**src/logic/fpu_pkg.sv**
```systemverilog
// Shared types for the FPU issue pipeline
// Operand, dispatch, bypass and execute payloads plus micro-op codes
package fpu_pkg;

   typedef logic [31:0] fpu_data_t;      // IEEE single value
   typedef logic [4:0]  fpu_reg_addr_t;  // Architectural FP register
   typedef logic [3:0]  fpu_uop_t;       // Micro-op code

   // Compare unit ops
   localparam fpu_uop_t UOP_FEQ    = 4'd1;
   localparam fpu_uop_t UOP_FLT    = 4'd2;
   localparam fpu_uop_t UOP_FLE    = 4'd3;
   localparam fpu_uop_t UOP_FMIN   = 4'd4;
   localparam fpu_uop_t UOP_FMAX   = 4'd5;

   // Sign unit ops
   localparam fpu_uop_t UOP_FSGNJ  = 4'd8;
   localparam fpu_uop_t UOP_FSGNJN = 4'd9;
   localparam fpu_uop_t UOP_FSGNJX = 4'd10;
   localparam fpu_uop_t UOP_FCLASS = 4'd11;

   // One source operand, 38 bits
   typedef struct packed
   {
      logic          rdy;   // Value present
      fpu_reg_addr_t addr;  // Source reg, for wakeup match
      fpu_data_t     dat;
   } fpu_opnd_s;

   // Dispatch payload, 80 bits
   typedef struct packed
   {
      fpu_uop_t  uop;
      fpu_opnd_s rs1;
      fpu_opnd_s rs2;
   } fpu_issue_s;

   // Bypass broadcast, 38 bits
   typedef struct packed
   {
      logic          valid;
      fpu_reg_addr_t addr;
      fpu_data_t     dat;
   } fpu_byp_s;

   // Unit request, 68 bits
   typedef struct packed
   {
      fpu_uop_t  uop;
      fpu_data_t a;
      fpu_data_t b;
   } fpu_exec_s;

   // Result constants
   localparam fpu_data_t CANON_NAN = 32'h7FC0_0000;  // Canonical quiet NaN
   localparam fpu_data_t RES_ONE   = 32'd1;          // Compare true
   localparam fpu_data_t RES_ZERO  = 32'd0;          // Compare false

endpackage

```
**src/logic/fpu_cmp_unit.sv**
```systemverilog
`timescale 1ns/100ps
// FP compare unit: feq, flt, fle, fmin, fmax
// Single stage with a one-deep result register
module fpu_cmp_unit
#(
   parameter int ROB_ID_W = 4
)
(
   input  logic                  clk,
   input  logic                  i_rst,
   input  logic                  i_flush,
   input  logic                  i_valid,
   output logic                  o_ready,
   input  fpu_pkg::fpu_exec_s    i_exec,
   input  logic [ROB_ID_W-1:0]   i_id,
   output logic                  o_valid,
   input  logic                  i_ready,
   output fpu_pkg::fpu_data_t    o_result,
   output logic [ROB_ID_W-1:0]   o_id
);

   fpu_pkg::fpu_data_t a, b;
   fpu_pkg::fpu_data_t res;
   logic a_nan, b_nan, any_nan;
   logic both_zero;     // +0 / -0 in any combination
   logic lt_ord;        // a below b, -0 below +0
   logic feq, flt;
   logic pick_a;        // fmin/fmax chooses a

   assign a = i_exec.a;
   assign b = i_exec.b;

   assign a_nan     = (a[30:23] == 8'hFF) && (a[22:0] != '0);
   assign b_nan     = (b[30:23] == 8'hFF) && (b[22:0] != '0);
   assign any_nan   = a_nan | b_nan;
   assign both_zero = ((a[30:0] | b[30:0]) == '0);

   // Sign first, then magnitude, reversed for negatives
   assign lt_ord = (a[31] != b[31]) ? a[31] :
                   (a[31] ? (a[30:0] > b[30:0]) : (a[30:0] < b[30:0]));

   assign feq = ~any_nan & ((a == b) | both_zero);
   assign flt = ~any_nan & ~both_zero & lt_ord;

   // NaN side loses, else order decides
   assign pick_a = a_nan ? 1'b0 :
                   b_nan ? 1'b1 :
                   (lt_ord ^ (i_exec.uop == fpu_pkg::UOP_FMAX));

   always_comb
   begin
      case (i_exec.uop)
         fpu_pkg::UOP_FEQ: res = feq ? fpu_pkg::RES_ONE : fpu_pkg::RES_ZERO;
         fpu_pkg::UOP_FLT: res = flt ? fpu_pkg::RES_ONE : fpu_pkg::RES_ZERO;
         fpu_pkg::UOP_FLE: res = (flt | feq) ? fpu_pkg::RES_ONE : fpu_pkg::RES_ZERO;
         fpu_pkg::UOP_FMIN,
         fpu_pkg::UOP_FMAX:
         begin
            if (a_nan & b_nan)
               res = fpu_pkg::CANON_NAN;   // Both NaN
            else
               res = pick_a ? a : b;
         end
         default: res = fpu_pkg::RES_ZERO;
      endcase
   end

   assign o_ready = ~o_valid | i_ready;   // Empty or draining

   always_ff @(posedge clk)
   begin
      if (i_rst | i_flush)
         o_valid <= 1'b0;
      else if (o_ready)
         o_valid <= i_valid;
   end

   always_ff @(posedge clk)
   begin
      if (i_valid & o_ready)
      begin
         o_result <= res;
         o_id     <= i_id;
      end
   end

endmodule

```
**src/logic/fpu_issue_queue.sv**
```systemverilog
`timescale 1ns/100ps
// FP issue queue, out of order
// Holds dispatched uops, wakes operands from the bypass bus, issues to two units
module fpu_issue_queue
#(
   parameter int ROB_ID_W    = 4,
   parameter int QDEPTH_LOG2 = 2
)
(
   input  logic                  clk,
   input  logic                  i_rst,
   input  logic                  i_flush,
   // Dispatch side
   input  logic                  i_issue_valid,
   output logic                  o_issue_ready,
   input  fpu_pkg::fpu_issue_s   i_issue,
   input  logic [ROB_ID_W-1:0]   i_issue_id,
   // Bypass broadcast
   input  fpu_pkg::fpu_byp_s     i_byp,
   // Unit side
   output logic                  o_cmp_valid,
   input  logic                  i_cmp_ready,
   output logic                  o_sgn_valid,
   input  logic                  i_sgn_ready,
   output fpu_pkg::fpu_exec_s    o_exec,
   output logic [ROB_ID_W-1:0]   o_exec_id
);

   localparam int QDEPTH = 1 << QDEPTH_LOG2;

   logic [QDEPTH-1:0]      ent_vld;                // Entry occupied
   logic [ROB_ID_W-1:0]    ent_id [QDEPTH];
   fpu_pkg::fpu_issue_s    ent_pl [QDEPTH];        // Uop and operands
   logic [QDEPTH-1:0]      ent_sgn;                // Targets sign unit
   logic [QDEPTH-1:0]      ent_go;                 // Ready and unit can take it
   logic [QDEPTH_LOG2-1:0] free_idx;
   logic [QDEPTH_LOG2-1:0] sel_idx;
   logic                   sel_found;
   logic                   dsp_fire;
   fpu_pkg::fpu_issue_s    dsp_pl;                 // Dispatch after same-cycle wakeup

   // Sign-class ops go to the sign unit, everything else to compare
   function automatic logic uop_is_sgn(input fpu_pkg::fpu_uop_t uop);
      return (uop == fpu_pkg::UOP_FSGNJ)  || (uop == fpu_pkg::UOP_FSGNJN) ||
             (uop == fpu_pkg::UOP_FSGNJX) || (uop == fpu_pkg::UOP_FCLASS);
   endfunction

   // Capture bypass data into a waiting operand on address match
   function automatic fpu_pkg::fpu_opnd_s opnd_wake(input fpu_pkg::fpu_opnd_s op,
                                                    input fpu_pkg::fpu_byp_s  byp);
      fpu_pkg::fpu_opnd_s res;
      res = op;
      if (!op.rdy && byp.valid && (byp.addr == op.addr))
      begin
         res.rdy = 1'b1;
         res.dat = byp.dat;
      end
      return res;
   endfunction

   assign o_issue_ready = ~&ent_vld;                      // Any free slot
   assign dsp_fire      = i_issue_valid & o_issue_ready & ~i_flush; // Flush wins

   always_comb
   begin
      dsp_pl     = i_issue;
      dsp_pl.rs1 = opnd_wake(i_issue.rs1, i_byp);         // Wakeup on acceptance cycle
      dsp_pl.rs2 = opnd_wake(i_issue.rs2, i_byp);
   end

   // Lowest free slot
   always_comb
   begin
      free_idx = '0;
      for (int i = QDEPTH-1; i >= 0; i--)
         if (!ent_vld[i])
            free_idx = QDEPTH_LOG2'(i);
   end

   // Per-entry readiness
   always_comb
   begin
      for (int i = 0; i < QDEPTH; i++)
      begin
         ent_sgn[i] = uop_is_sgn(ent_pl[i].uop);
         ent_go[i]  = ent_vld[i] & ent_pl[i].rs1.rdy & ent_pl[i].rs2.rdy &
                      (ent_sgn[i] ? i_sgn_ready : i_cmp_ready);
      end
   end

   // Oldest by index wins
   always_comb
   begin
      sel_found = 1'b0;
      sel_idx   = '0;
      for (int i = QDEPTH-1; i >= 0; i--)
      begin
         if (ent_go[i])
         begin
            sel_found = 1'b1;
            sel_idx   = QDEPTH_LOG2'(i);
         end
      end
   end

   assign o_cmp_valid = sel_found & ~ent_sgn[sel_idx];
   assign o_sgn_valid = sel_found &  ent_sgn[sel_idx];
   assign o_exec_id   = ent_id[sel_idx];

   always_comb
   begin
      o_exec.uop = ent_pl[sel_idx].uop;
      o_exec.a   = ent_pl[sel_idx].rs1.dat;
      o_exec.b   = ent_pl[sel_idx].rs2.dat;
   end

   // Occupancy
   always_ff @(posedge clk)
   begin
      if (i_rst | i_flush)
         ent_vld <= '0;
      else
      begin
         if (sel_found)
            ent_vld[sel_idx] <= 1'b0;    // Issued, slot freed
         if (dsp_fire)
            ent_vld[free_idx] <= 1'b1;   // Never the issuing slot
      end
   end

   // Payload write and wakeup
   always_ff @(posedge clk)
   begin
      for (int i = 0; i < QDEPTH; i++)
      begin
         if (dsp_fire && (free_idx == QDEPTH_LOG2'(i)))
         begin
            ent_pl[i] <= dsp_pl;
            ent_id[i] <= i_issue_id;
         end
         else
         begin
            ent_pl[i].rs1 <= opnd_wake(ent_pl[i].rs1, i_byp);
            ent_pl[i].rs2 <= opnd_wake(ent_pl[i].rs2, i_byp);
         end
      end
   end

endmodule

```
**src/logic/fpu_pipe.sv**
```systemverilog
`timescale 1ns/100ps
// FP issue pipeline top: issue queue, compare and sign units, writeback arbiter
module fpu_pipe
#(
   parameter int ROB_ID_W    = 4,
   parameter int QDEPTH_LOG2 = 2
)
(
   input  logic                  clk,
   input  logic                  i_rst,
   input  logic                  i_flush,
   // Dispatch
   input  logic                  i_issue_valid,
   output logic                  o_issue_ready,
   input  fpu_pkg::fpu_issue_s   i_issue,
   input  logic [ROB_ID_W-1:0]   i_issue_id,
   // Bypass
   input  fpu_pkg::fpu_byp_s     i_byp,
   // Writeback
   output logic                  o_wb_valid,
   input  logic                  i_wb_ready,
   output fpu_pkg::fpu_data_t    o_wb_data,
   output logic [ROB_ID_W-1:0]   o_wb_id
);

   // Queue to units
   logic                  cmp_req_valid, cmp_req_ready;
   logic                  sgn_req_valid, sgn_req_ready;
   fpu_pkg::fpu_exec_s    exec_req;        // Shared by both units
   logic [ROB_ID_W-1:0]   exec_id;
   // Units to arbiter
   logic                  cmp_res_valid, cmp_res_ready;
   fpu_pkg::fpu_data_t    cmp_result;
   logic [ROB_ID_W-1:0]   cmp_id;
   logic                  sgn_res_valid, sgn_res_ready;
   fpu_pkg::fpu_data_t    sgn_result;
   logic [ROB_ID_W-1:0]   sgn_id;

   fpu_issue_queue
      #(
         .ROB_ID_W      (ROB_ID_W),
         .QDEPTH_LOG2   (QDEPTH_LOG2)
      )
   issue_queue0
      (
         .clk           (clk),
         .i_rst         (i_rst),
         .i_flush       (i_flush),
         .i_issue_valid (i_issue_valid),
         .o_issue_ready (o_issue_ready),
         .i_issue       (i_issue),
         .i_issue_id    (i_issue_id),
         .i_byp         (i_byp),
         .o_cmp_valid   (cmp_req_valid),
         .i_cmp_ready   (cmp_req_ready),
         .o_sgn_valid   (sgn_req_valid),
         .i_sgn_ready   (sgn_req_ready),
         .o_exec        (exec_req),
         .o_exec_id     (exec_id)
      );

   fpu_cmp_unit
      #(
         .ROB_ID_W      (ROB_ID_W)
      )
   cmp_unit0
      (
         .clk           (clk),
         .i_rst         (i_rst),
         .i_flush       (i_flush),
         .i_valid       (cmp_req_valid),
         .o_ready       (cmp_req_ready),
         .i_exec        (exec_req),
         .i_id          (exec_id),
         .o_valid       (cmp_res_valid),
         .i_ready       (cmp_res_ready),
         .o_result      (cmp_result),
         .o_id          (cmp_id)
      );

   fpu_sgn_unit
      #(
         .ROB_ID_W      (ROB_ID_W)
      )
   sgn_unit0
      (
         .clk           (clk),
         .i_rst         (i_rst),
         .i_flush       (i_flush),
         .i_valid       (sgn_req_valid),
         .o_ready       (sgn_req_ready),
         .i_exec        (exec_req),
         .i_id          (exec_id),
         .o_valid       (sgn_res_valid),
         .i_ready       (sgn_res_ready),
         .o_result      (sgn_result),
         .o_id          (sgn_id)
      );

   fpu_wb_arb
      #(
         .ROB_ID_W      (ROB_ID_W)
      )
   wb_arb0
      (
         .clk           (clk),
         .i_rst         (i_rst),
         .i_flush       (i_flush),
         .i_cmp_valid   (cmp_res_valid),
         .o_cmp_ready   (cmp_res_ready),
         .i_cmp_result  (cmp_result),
         .i_cmp_id      (cmp_id),
         .i_sgn_valid   (sgn_res_valid),
         .o_sgn_ready   (sgn_res_ready),
         .i_sgn_result  (sgn_result),
         .i_sgn_id      (sgn_id),
         .o_wb_valid    (o_wb_valid),
         .i_wb_ready    (i_wb_ready),
         .o_wb_data     (o_wb_data),
         .o_wb_id       (o_wb_id)
      );

endmodule

```
**src/logic/fpu_sgn_unit.sv**
```systemverilog
`timescale 1ns/100ps
// FP sign unit: sign injection and classify
// Single stage with a one-deep result register
module fpu_sgn_unit
#(
   parameter int ROB_ID_W = 4
)
(
   input  logic                  clk,
   input  logic                  i_rst,
   input  logic                  i_flush,
   input  logic                  i_valid,
   output logic                  o_ready,
   input  fpu_pkg::fpu_exec_s    i_exec,
   input  logic [ROB_ID_W-1:0]   i_id,
   output logic                  o_valid,
   input  logic                  i_ready,
   output fpu_pkg::fpu_data_t    o_result,
   output logic [ROB_ID_W-1:0]   o_id
);

   fpu_pkg::fpu_data_t a, b;
   fpu_pkg::fpu_data_t res;
   logic       exp_ones, exp_zero, man_zero;
   logic [9:0] cls;     // RISC-V fclass one-hot

   assign a = i_exec.a;
   assign b = i_exec.b;

   assign exp_ones = (a[30:23] == 8'hFF);
   assign exp_zero = (a[30:23] == 8'h00);
   assign man_zero = (a[22:0] == '0);

   assign cls[0] =  a[31] & exp_ones & man_zero;      // -inf
   assign cls[1] =  a[31] & ~exp_ones & ~exp_zero;    // -normal
   assign cls[2] =  a[31] & exp_zero & ~man_zero;     // -subnormal
   assign cls[3] =  a[31] & exp_zero & man_zero;      // -0
   assign cls[4] = ~a[31] & exp_zero & man_zero;      // +0
   assign cls[5] = ~a[31] & exp_zero & ~man_zero;     // +subnormal
   assign cls[6] = ~a[31] & ~exp_ones & ~exp_zero;    // +normal
   assign cls[7] = ~a[31] & exp_ones & man_zero;      // +inf
   assign cls[8] = exp_ones & ~man_zero & ~a[22];     // Signalling NaN
   assign cls[9] = exp_ones & a[22];                  // Quiet NaN

   always_comb
   begin
      case (i_exec.uop)
         fpu_pkg::UOP_FSGNJ:  res = {b[31], a[30:0]};
         fpu_pkg::UOP_FSGNJN: res = {~b[31], a[30:0]};
         fpu_pkg::UOP_FSGNJX: res = {a[31] ^ b[31], a[30:0]};
         fpu_pkg::UOP_FCLASS: res = {22'd0, cls};
         default:             res = '0;
      endcase
   end

   assign o_ready = ~o_valid | i_ready;

   always_ff @(posedge clk)
   begin
      if (i_rst | i_flush)
         o_valid <= 1'b0;
      else if (o_ready)
         o_valid <= i_valid;   // Load or drain
   end

   always_ff @(posedge clk)
   begin
      if (i_valid & o_ready)
      begin
         o_result <= res;
         o_id     <= i_id;
      end
   end

endmodule

```
**src/logic/fpu_wb_arb.sv**
```systemverilog
`timescale 1ns/100ps
// Writeback arbiter for the compare and sign units
// Alternating priority, registered writeback port
module fpu_wb_arb
#(
   parameter int ROB_ID_W = 4
)
(
   input  logic                  clk,
   input  logic                  i_rst,
   input  logic                  i_flush,
   // Compare unit
   input  logic                  i_cmp_valid,
   output logic                  o_cmp_ready,
   input  fpu_pkg::fpu_data_t    i_cmp_result,
   input  logic [ROB_ID_W-1:0]   i_cmp_id,
   // Sign unit
   input  logic                  i_sgn_valid,
   output logic                  o_sgn_ready,
   input  fpu_pkg::fpu_data_t    i_sgn_result,
   input  logic [ROB_ID_W-1:0]   i_sgn_id,
   // Writeback
   output logic                  o_wb_valid,
   input  logic                  i_wb_ready,
   output fpu_pkg::fpu_data_t    o_wb_data,
   output logic [ROB_ID_W-1:0]   o_wb_id
);

   logic last_sgn;     // Sign unit won the last grant
   logic load_en;      // Output register free this cycle
   logic gnt_cmp;
   logic gnt_sgn;

   assign load_en = ~o_wb_valid | i_wb_ready;

   // On a tie the previous loser goes first
   assign gnt_cmp = i_cmp_valid & (~i_sgn_valid | last_sgn);
   assign gnt_sgn = i_sgn_valid & (~i_cmp_valid | ~last_sgn);

   assign o_cmp_ready = load_en & gnt_cmp;
   assign o_sgn_ready = load_en & gnt_sgn;

   always_ff @(posedge clk)
   begin
      if (i_rst | i_flush)
         o_wb_valid <= 1'b0;
      else if (load_en)
         o_wb_valid <= gnt_cmp | gnt_sgn;   // Held while stalled
   end

   always_ff @(posedge clk)
   begin
      if (i_rst)
         last_sgn <= 1'b0;
      else if (load_en & (gnt_cmp | gnt_sgn))
         last_sgn <= gnt_sgn;
   end

   // Payload only moves on a grant
   always_ff @(posedge clk)
   begin
      if (o_cmp_ready)
      begin
         o_wb_data <= i_cmp_result;
         o_wb_id   <= i_cmp_id;
      end
      else if (o_sgn_ready)
      begin
         o_wb_data <= i_sgn_result;
         o_wb_id   <= i_sgn_id;
      end
   end

endmodule

```
**config.mk**
```make
export PLATFORM = sky130hd
export DESIGN_NAME = fpu_pipe
export DESIGN_NICKNAME = d
export VERILOG_FILES = /design/src/logic/fpu_pkg.sv /design/src/logic/fpu_cmp_unit.sv /design/src/logic/fpu_issue_queue.sv /design/src/logic/fpu_pipe.sv /design/src/logic/fpu_sgn_unit.sv /design/src/logic/fpu_wb_arb.sv
export SDC_FILE = /design/constraint.sdc
export NUM_CORES = 1
export LEC_CHECK = 0
export ABC_AREA = 1
export ABC_CLOCK_PERIOD_IN_PS = 6700
export BUFFER_PORTS_ARGS = -buffer_cell sky130_fd_sc_hd__buf_4
export CAP_MARGIN = 20
export CORE_MARGIN = 1
export CORE_UTILIZATION = 35
export CTS_CLUSTER_DIAMETER = 100
export DETAILED_ROUTE_END_ITERATION = 10
export HOLD_SLACK_MARGIN = 0.03
export PLACE_DENSITY_LB_ADDON = 0.1
export SKIP_LAST_GASP = 1
export SLEW_MARGIN = 20
export SYNTH_ARGS = -nofsm -noshare
export SYNTH_HDL_FRONTEND = slang
export SYNTH_SLANG_ARGS = --single-unit
```
**constraint.sdc**
```tcl
create_clock -name clk -period 6.7 [get_ports clk]
set_input_delay 1.34 -clock clk [delete_from_list [all_inputs] [get_ports clk]]
set_output_delay 1.34 -clock clk [all_outputs]
set_load 0.005 [all_outputs]
```
Word-level counts from Yosys, hierarchy flattened
Memories as Yosys holds them, arrays and structs flattened. Index checks and enable logic that the tools add are counted.

Bitwise logic cells: 82. Reductions and logical operators: 63. Order comparisons: 6. Equality and inequality tests: 42. Muxes and demuxes: 105.

Operator list (number): 32-bit 2-to-1 mux (22); 38-bit 2-to-1 mux (8); 32-bit case mux with 4 select lines (2); 4-bit == test (second input constant) (20); 1-bit 2-to-1 mux (51); 5-bit == test (10); 23-bit nonzero test (2); 1-bit bitwise AND (44); 32-bit == test (1); 4-bit 2-to-1 mux (8); 31-bit > comparator (1); 31-bit logical NOT (1); 31-bit less-than comparator (1); 31-bit bitwise OR (1); 1-bit logical AND (28); 23-bit logical NOT (1); 2-bit 2-to-1 mux (11); 1-bit bitwise OR (18); 8-bit == test (second input constant) (2); 1-bit NOT (14); 1-bit logical OR (12); 4-bit OR reduction (3); 1-bit logical NOT (11); 4-bit by 2-bit == test with 1-bit output (second input constant) (2); 18 further kinds (24).

Bits of input ports: 127. Memories kept: 2. Flip-flop bits (word level): 116. Memory bits (writable): 336. Logic and storage cells: 311. Output and inout bits: 38.

Memories: issue_queue0.ent_pl (words 4, bits a word 80, rd ports 5, clocked after memory_dff 0, write ports 4, line fpu_issue_queue.sv:33) `fpu_pkg::fpu_issue_s ent_pl [QDEPTH];`; issue_queue0.ent_id (words 4, bits a word 4, rd ports 1, clocked after memory_dff 0, write ports 1, line fpu_issue_queue.sv:32) `logic [ROB_ID_W-1:0] ent_id [QDEPTH];`.

Longest topological paths before layout
Depth after elaboration: 21. Gate-level depth with buffers: 36. Mapped depth without buffers: 34.

By module
From an unflattened synthesis, not the netlist that was laid out.

Cell total of the unflattened synthesis: 2622. Area total of the unflattened synthesis: 23886.7 µm².

By module, submodules not included: fpu_issue_queue (seq. area each 10089.7 µm², instances 1, cells each 1802, area each 16816.1 µm²); fpu_cmp_unit (seq. area each 1101.1 µm², instances 1, cells each 459, area each 3537.1 µm²); fpu_sgn_unit (seq. area each 1101.1 µm², instances 1, cells each 189, area each 1776.7 µm²); fpu_wb_arb (seq. area each 1121.1 µm², instances 1, cells each 172, area each 1756.7 µm²).

Worst setup path after synthesis
OpenSTA, ideal clock, no wires.

Path type: input port to flip-flop. Start: input port i_byp[34] (netlist bit). End: memory issue_queue0.ent_pl[0][38] (netlist bit) (enable). Path buffers: 1. Arrival time: 5.677 ns. Stages: 4. Setup time: 0.514 ns. Data required time: 6.186 ns. Slack: 0.508 ns. Cell sequence: clkbuf_1 xor2_1 or4_1 o41ai_1.

RTL lines: from (decl) (line fpu_pipe.sv:18) `input fpu_pkg::fpu_byp_s i_byp,`; to (decl) (line fpu_issue_queue.sv:33).

Final worst setup path
Start: input port i_wb_ready. End: register cmp_unit0.o_result[25], data pin.

Cells in the longest elaborated chain, start to end: 19. Elaborated cells on any way between the ends: 42. Those cells by class: 2 x order compare; 8 x eq/ne; 15 x mux; 11 x bitwise; 5 x reduce/logical; 1 x memory.

Ends and longest elaborated chain: from (decl) (line fpu_pipe.sv:21) `input logic i_wb_ready,`; 1-bit bitwise OR (*) (line fpu_wb_arb.sv:34) `assign load_en = ~o_wb_valid | i_wb_ready;`; 1-bit bitwise AND (on tied branches) (line fpu_wb_arb.sv:40, fpu_wb_arb.sv:41); 1-bit bitwise OR (on tied branches) (line fpu_cmp_unit.sv:68, fpu_sgn_unit.sv:56); 1-bit 2-to-1 mux (line fpu_issue_queue.sv:87) `(ent_sgn[i] ? i_sgn_ready : i_cmp_ready);`; 1-bit bitwise AND (line fpu_issue_queue.sv:86) `ent_go[i] = ent_vld[i] & ent_pl[i].rs1.rdy & ent_pl[i].rs2.rdy &`; 2-bit 2-to-1 mux (3 in series) (line fpu_issue_queue.sv:98) `if (ent_go[i])`; 2-bit 2-to-1 mux (*) (line fpu_issue_queue.sv:98); memory 4 x 80 bit (*); [... 2 more ...]; 1-bit 2-to-1 mux (line fpu_cmp_unit.sv:39) `assign lt_ord = (a[31] != b[31]) ? a[31] :`; 1-bit bitwise XOR (line fpu_cmp_unit.sv:48) `(lt_ord ^ (i_exec.uop == fpu_pkg::UOP_FMAX));`; 1-bit 2-to-1 mux (line fpu_cmp_unit.sv:47) `b_nan ? 1'b1 :`; 1-bit 2-to-1 mux (line fpu_cmp_unit.sv:46) `assign pick_a = a_nan ? 1'b0 :`; 32-bit 2-to-1 mux (line fpu_cmp_unit.sv:62) `res = pick_a ? a : b;`; 32-bit 2-to-1 mux (line fpu_cmp_unit.sv:59) `if (a_nan & b_nan)`; 32-bit case mux with 4 select lines (*) (line fpu_cmp_unit.sv:52) `case (i_exec.uop)`; via cmp_unit0.res[25] (line fpu_cmp_unit.sv:23) `fpu_pkg::fpu_data_t res;`; to (signal assigned) (line fpu_cmp_unit.sv:82) `o_result <= res;`; to (decl) (line fpu_cmp_unit.sv:18) `output fpu_pkg::fpu_data_t o_result,`.

The timed path passes the listed nets; every way through them passes the cells marked *. A chain may end at the register's enable or synchronous reset.

==> flow_summary.json <==
{
  "ant_nets": 0,
  "cp_num_buf_inv": 5,
  "synth_fp_nets": 2177,
  "maxCapViolCount": 0,
  "dieArea_sq_um": 63600,
  "track_usage_pct": 21.4,
  "arrival_ns": 6.12,
  "holdWs_ns": 0.476,
  "status": "finished clean",
  "core_area_sq_um": 61800,
  "vias": 15900,
  "yosysTopAreaCell": "edfxtp_1",
  "htreeDepth": 2,
  "clkSinkCount": 452,
  "slowest_delay_ns": 0.55,
  "routed_wl_um": 68100,
  "synth_cells": 1989,
  "ys_types": 52,
  "grt_pass1_wl_um": 101000,
  "rrSetupSlack_ns": 1.43,
  "period_share_pct": 85.1,
  "tns_ns": 0,
  "first_global_vias": 15900,
  "synth_top_area_share_pct": 59.8,
  "p_leak_nw": 10.2,
  "syn_area_sq_um": 21900,
  "synth-warning-count": 0,
  "wl_per_cell_um": 22.4,
  "gr-total-overflow": 0,
  "clk_pin_slew_ns": 0.06,
  "path_common_cell": "nand2_1",
  "grt_max_degree": 101,
  "synthFlopType": "edfxtp_1",
  "antenna_found_initial": 0,
  "vdd_drop_max_v": 0.000151,
  "end_kind": "flop",
  "drt_pass1_iterations": 5,
  "start_kind": "primary input",
  "finalSetupViolCount": 0,
  "hold_path.class": "reg -> reg",
  "fin_skew_ns": 0.0226,
  "synth_area_leaders": "edfxtp_1 (60%), nand2_1 (6.3%), o21ai_0 (6.2%)",
  "synth_most_common_cell": "edfxtp_1",
  "placed_cells": 2944,
  "r2r-start": "issue_queue0.ent_vld[1]$_SDFF_PP0_",
  "rows": 91,
  "antennaDiodeCount": 0,
  "max_freq_ghz": 0.175,
  "gp_congestion": 0.899,
  "clock_path_buffers": 3,
  "min_period_ns": 5.70,
  "required_ns": 7.12,
  "holdBufCountCts": 0,
  "cp_slowest_cell": "a221oi_2",
  "portBuffers": 164,
  "post_cts_buffers": 0,
  "slew_headroom_pct": 26.2,
  "ys_ff_latch": 452,
  "crit_type": "in -> reg",
  "rsz0062_at_grt": "false",
  "drcViolationCount": 0,
  "start_util_pct": 35.4,
  "final_nets": 2348,
  "viasPerCell": 5.22,
  "synth_edf_count": 436,
  "avgSynthCellArea_sq_um": 11.0,
  "fin_area_sq_um": 25800,
  "hold_start": "wb_arb0.last_sgn$_SDFFE_PP0P_",
  "power_density_nw_per_um2": 247,
  "cp_max_fo": 34,
  "critPathLaunch": "i_wb_ready",
  "post_cts_resize_count": 0,
  "total_power_w": 0.00637,
  "dpl.hpwl_um": 46100,
  "layout.cells.non_filler": 3037,
  "cts-root-buf": "clkbuf_16",
  "slew_violations": 0,
  "worst_pin_slew_ns": 1.11,
  "yosys-top-cells-count": "edfxtp_1 (436), nand2_1 (365), o21ai_0 (270)",
  "die_y_um": 252,
  "cp_top_family": "simple AND/OR/NAND/NOR gates",
  "synthArstFlopShare_pct": 0,
  "io_pins": 165,
  "cts_tree": "built",
  "cts_buffers": 50,
  "clock_latency_ns": 0.60,
  "die_w_um": 252,
  "syn2layout_area_growth_pct": 17.6,
  "hold_viol_final": 0,
  "ys_seq_area_share_pct": 61.2,
  "placed_area_sq_um": 24200,
  "drive_above_1_share_pct": 16.7,
  "drt_iter0_drc": 1446
}
-- logic make-up (layout without fill, tap and decap cells) --
family	Yosys count	after routing	share of synthesized area, %
multiplexers	100	100	4.77
buffers and inverters	237	448	4.53
flip-flops	452	452	61.2
adder cells (fa/ha/maj)	61	61	3.48
XOR/XNOR	35	35	1.40
AND/OR/NAND/NOR	650	650	12.6
AO/OA/AOI/OAI	454	454	12.0
-- sequential cells by signal, summed over array words and instances (netlist names) --
| register | cells |
|---|---|
| issue_queue0.ent_vld | 4 |
| cmp_unit0.o_id | 4 |
| issue_queue0.ent_id | 16 |
| sgn_unit0.o_result | 32 |
| wb_arb0.o_wb_id | 4 |
| cmp_unit0.o_result | 32 |
| wb_arb0.o_wb_valid | 1 |
| wb_arb0.o_wb_data | 32 |
| cmp_unit0.o_valid | 1 |
| sgn_unit0.o_valid | 1 |
| sgn_unit0.o_id | 4 |
| issue_queue0.ent_pl | 320 |
| wb_arb0.last_sgn | 1 |
-- layout by cell type, fill, tap and decap left out, drive strengths merged, types with 10 or more instances in the layout --
cell type  instances
a221o             14
a22o              13
nor4              10
clkbuf            68
a221oi            15
o21ai            289
edfxtp           436
o21a              13
nor2             167
nand3             52
mux2i             64
xor2              30
inv              144
o22ai             24
a21oi             62
clkinv            18
ha                61
nand2            370
mux2              36
dfxtp             16
nor3              17
buf              214
nand4             28
-- layer usage --
layer  GRT usage (%)  wire [um]
met1            30.4      31300
met2            33.4      30700
met3            3.08       4140
met4            7.67       1970
met5               0          0
-- area by class of cell --
class                           count  area [sq um]
Inverter                          142           536
Clock inverter                     24           214
Sequential cell                   452         13400
Clock buffer                       68          1350
Fill cell                        5857         36100
Multi-Input combinational cell   1300          7560
Tap cell                          837          1050
Timing Repair Buffer              214          1640
-- worst paths after layout --
check | end | depth (start not counted)
max reg2reg | cmp_unit0.o_result[25]$_DFFE_PP_ | 25
min reg2reg | wb_arb0.last_sgn$_SDFFE_PP0P_ | 2
min | wb_arb0.last_sgn$_SDFFE_PP0P_ | 2
max | cmp_unit0.o_result[25]$_DFFE_PP_ | 28
-- per-stage QoR --
step	setup slack, ns	util [%]
2_1_floorplan	0.508	-
5_1_grt	0.637	41.7
6_report	0.999	41.7
4_1_cts	1.08	41.6
3_5_place_dp	0.468	39.1
3_3_place_gp	0.454	39.1
-- worst reg2reg max path, cell delays in order (launching register included) --
cell and delay (ns):
dfxtp_1 0.37, inv_1 0.09, nor3_1 0.40, nand3_2 0.18, nand2_1 0.11, inv_2 0.05
nand2_2 0.07, inv_2 0.15, buf_4 0.26, a22o_1 0.20, a221oi_2 0.55, ha_1 0.38
nor2_1 0.14, nand2_1 0.06, or3_1 0.40, nor2_1 0.17, nand4_1 0.20, nand2_1 0.13
nand2_1 0.07, nand2_1 0.09, nand2_1 0.09, nand3_4 0.10, nand2_4 0.25, inv_4 0.33
nand2_1 0.09, a21oi_1 0.17
-- report_power, final --
group	internal [W]	switching, W
clock network	0.00153	0.00114
registers	0.00316	0.0000229
logic	0.000173	0.000340
total	0.00487	0.00150
Note: power is estimated with default switching activity, not from simulation.
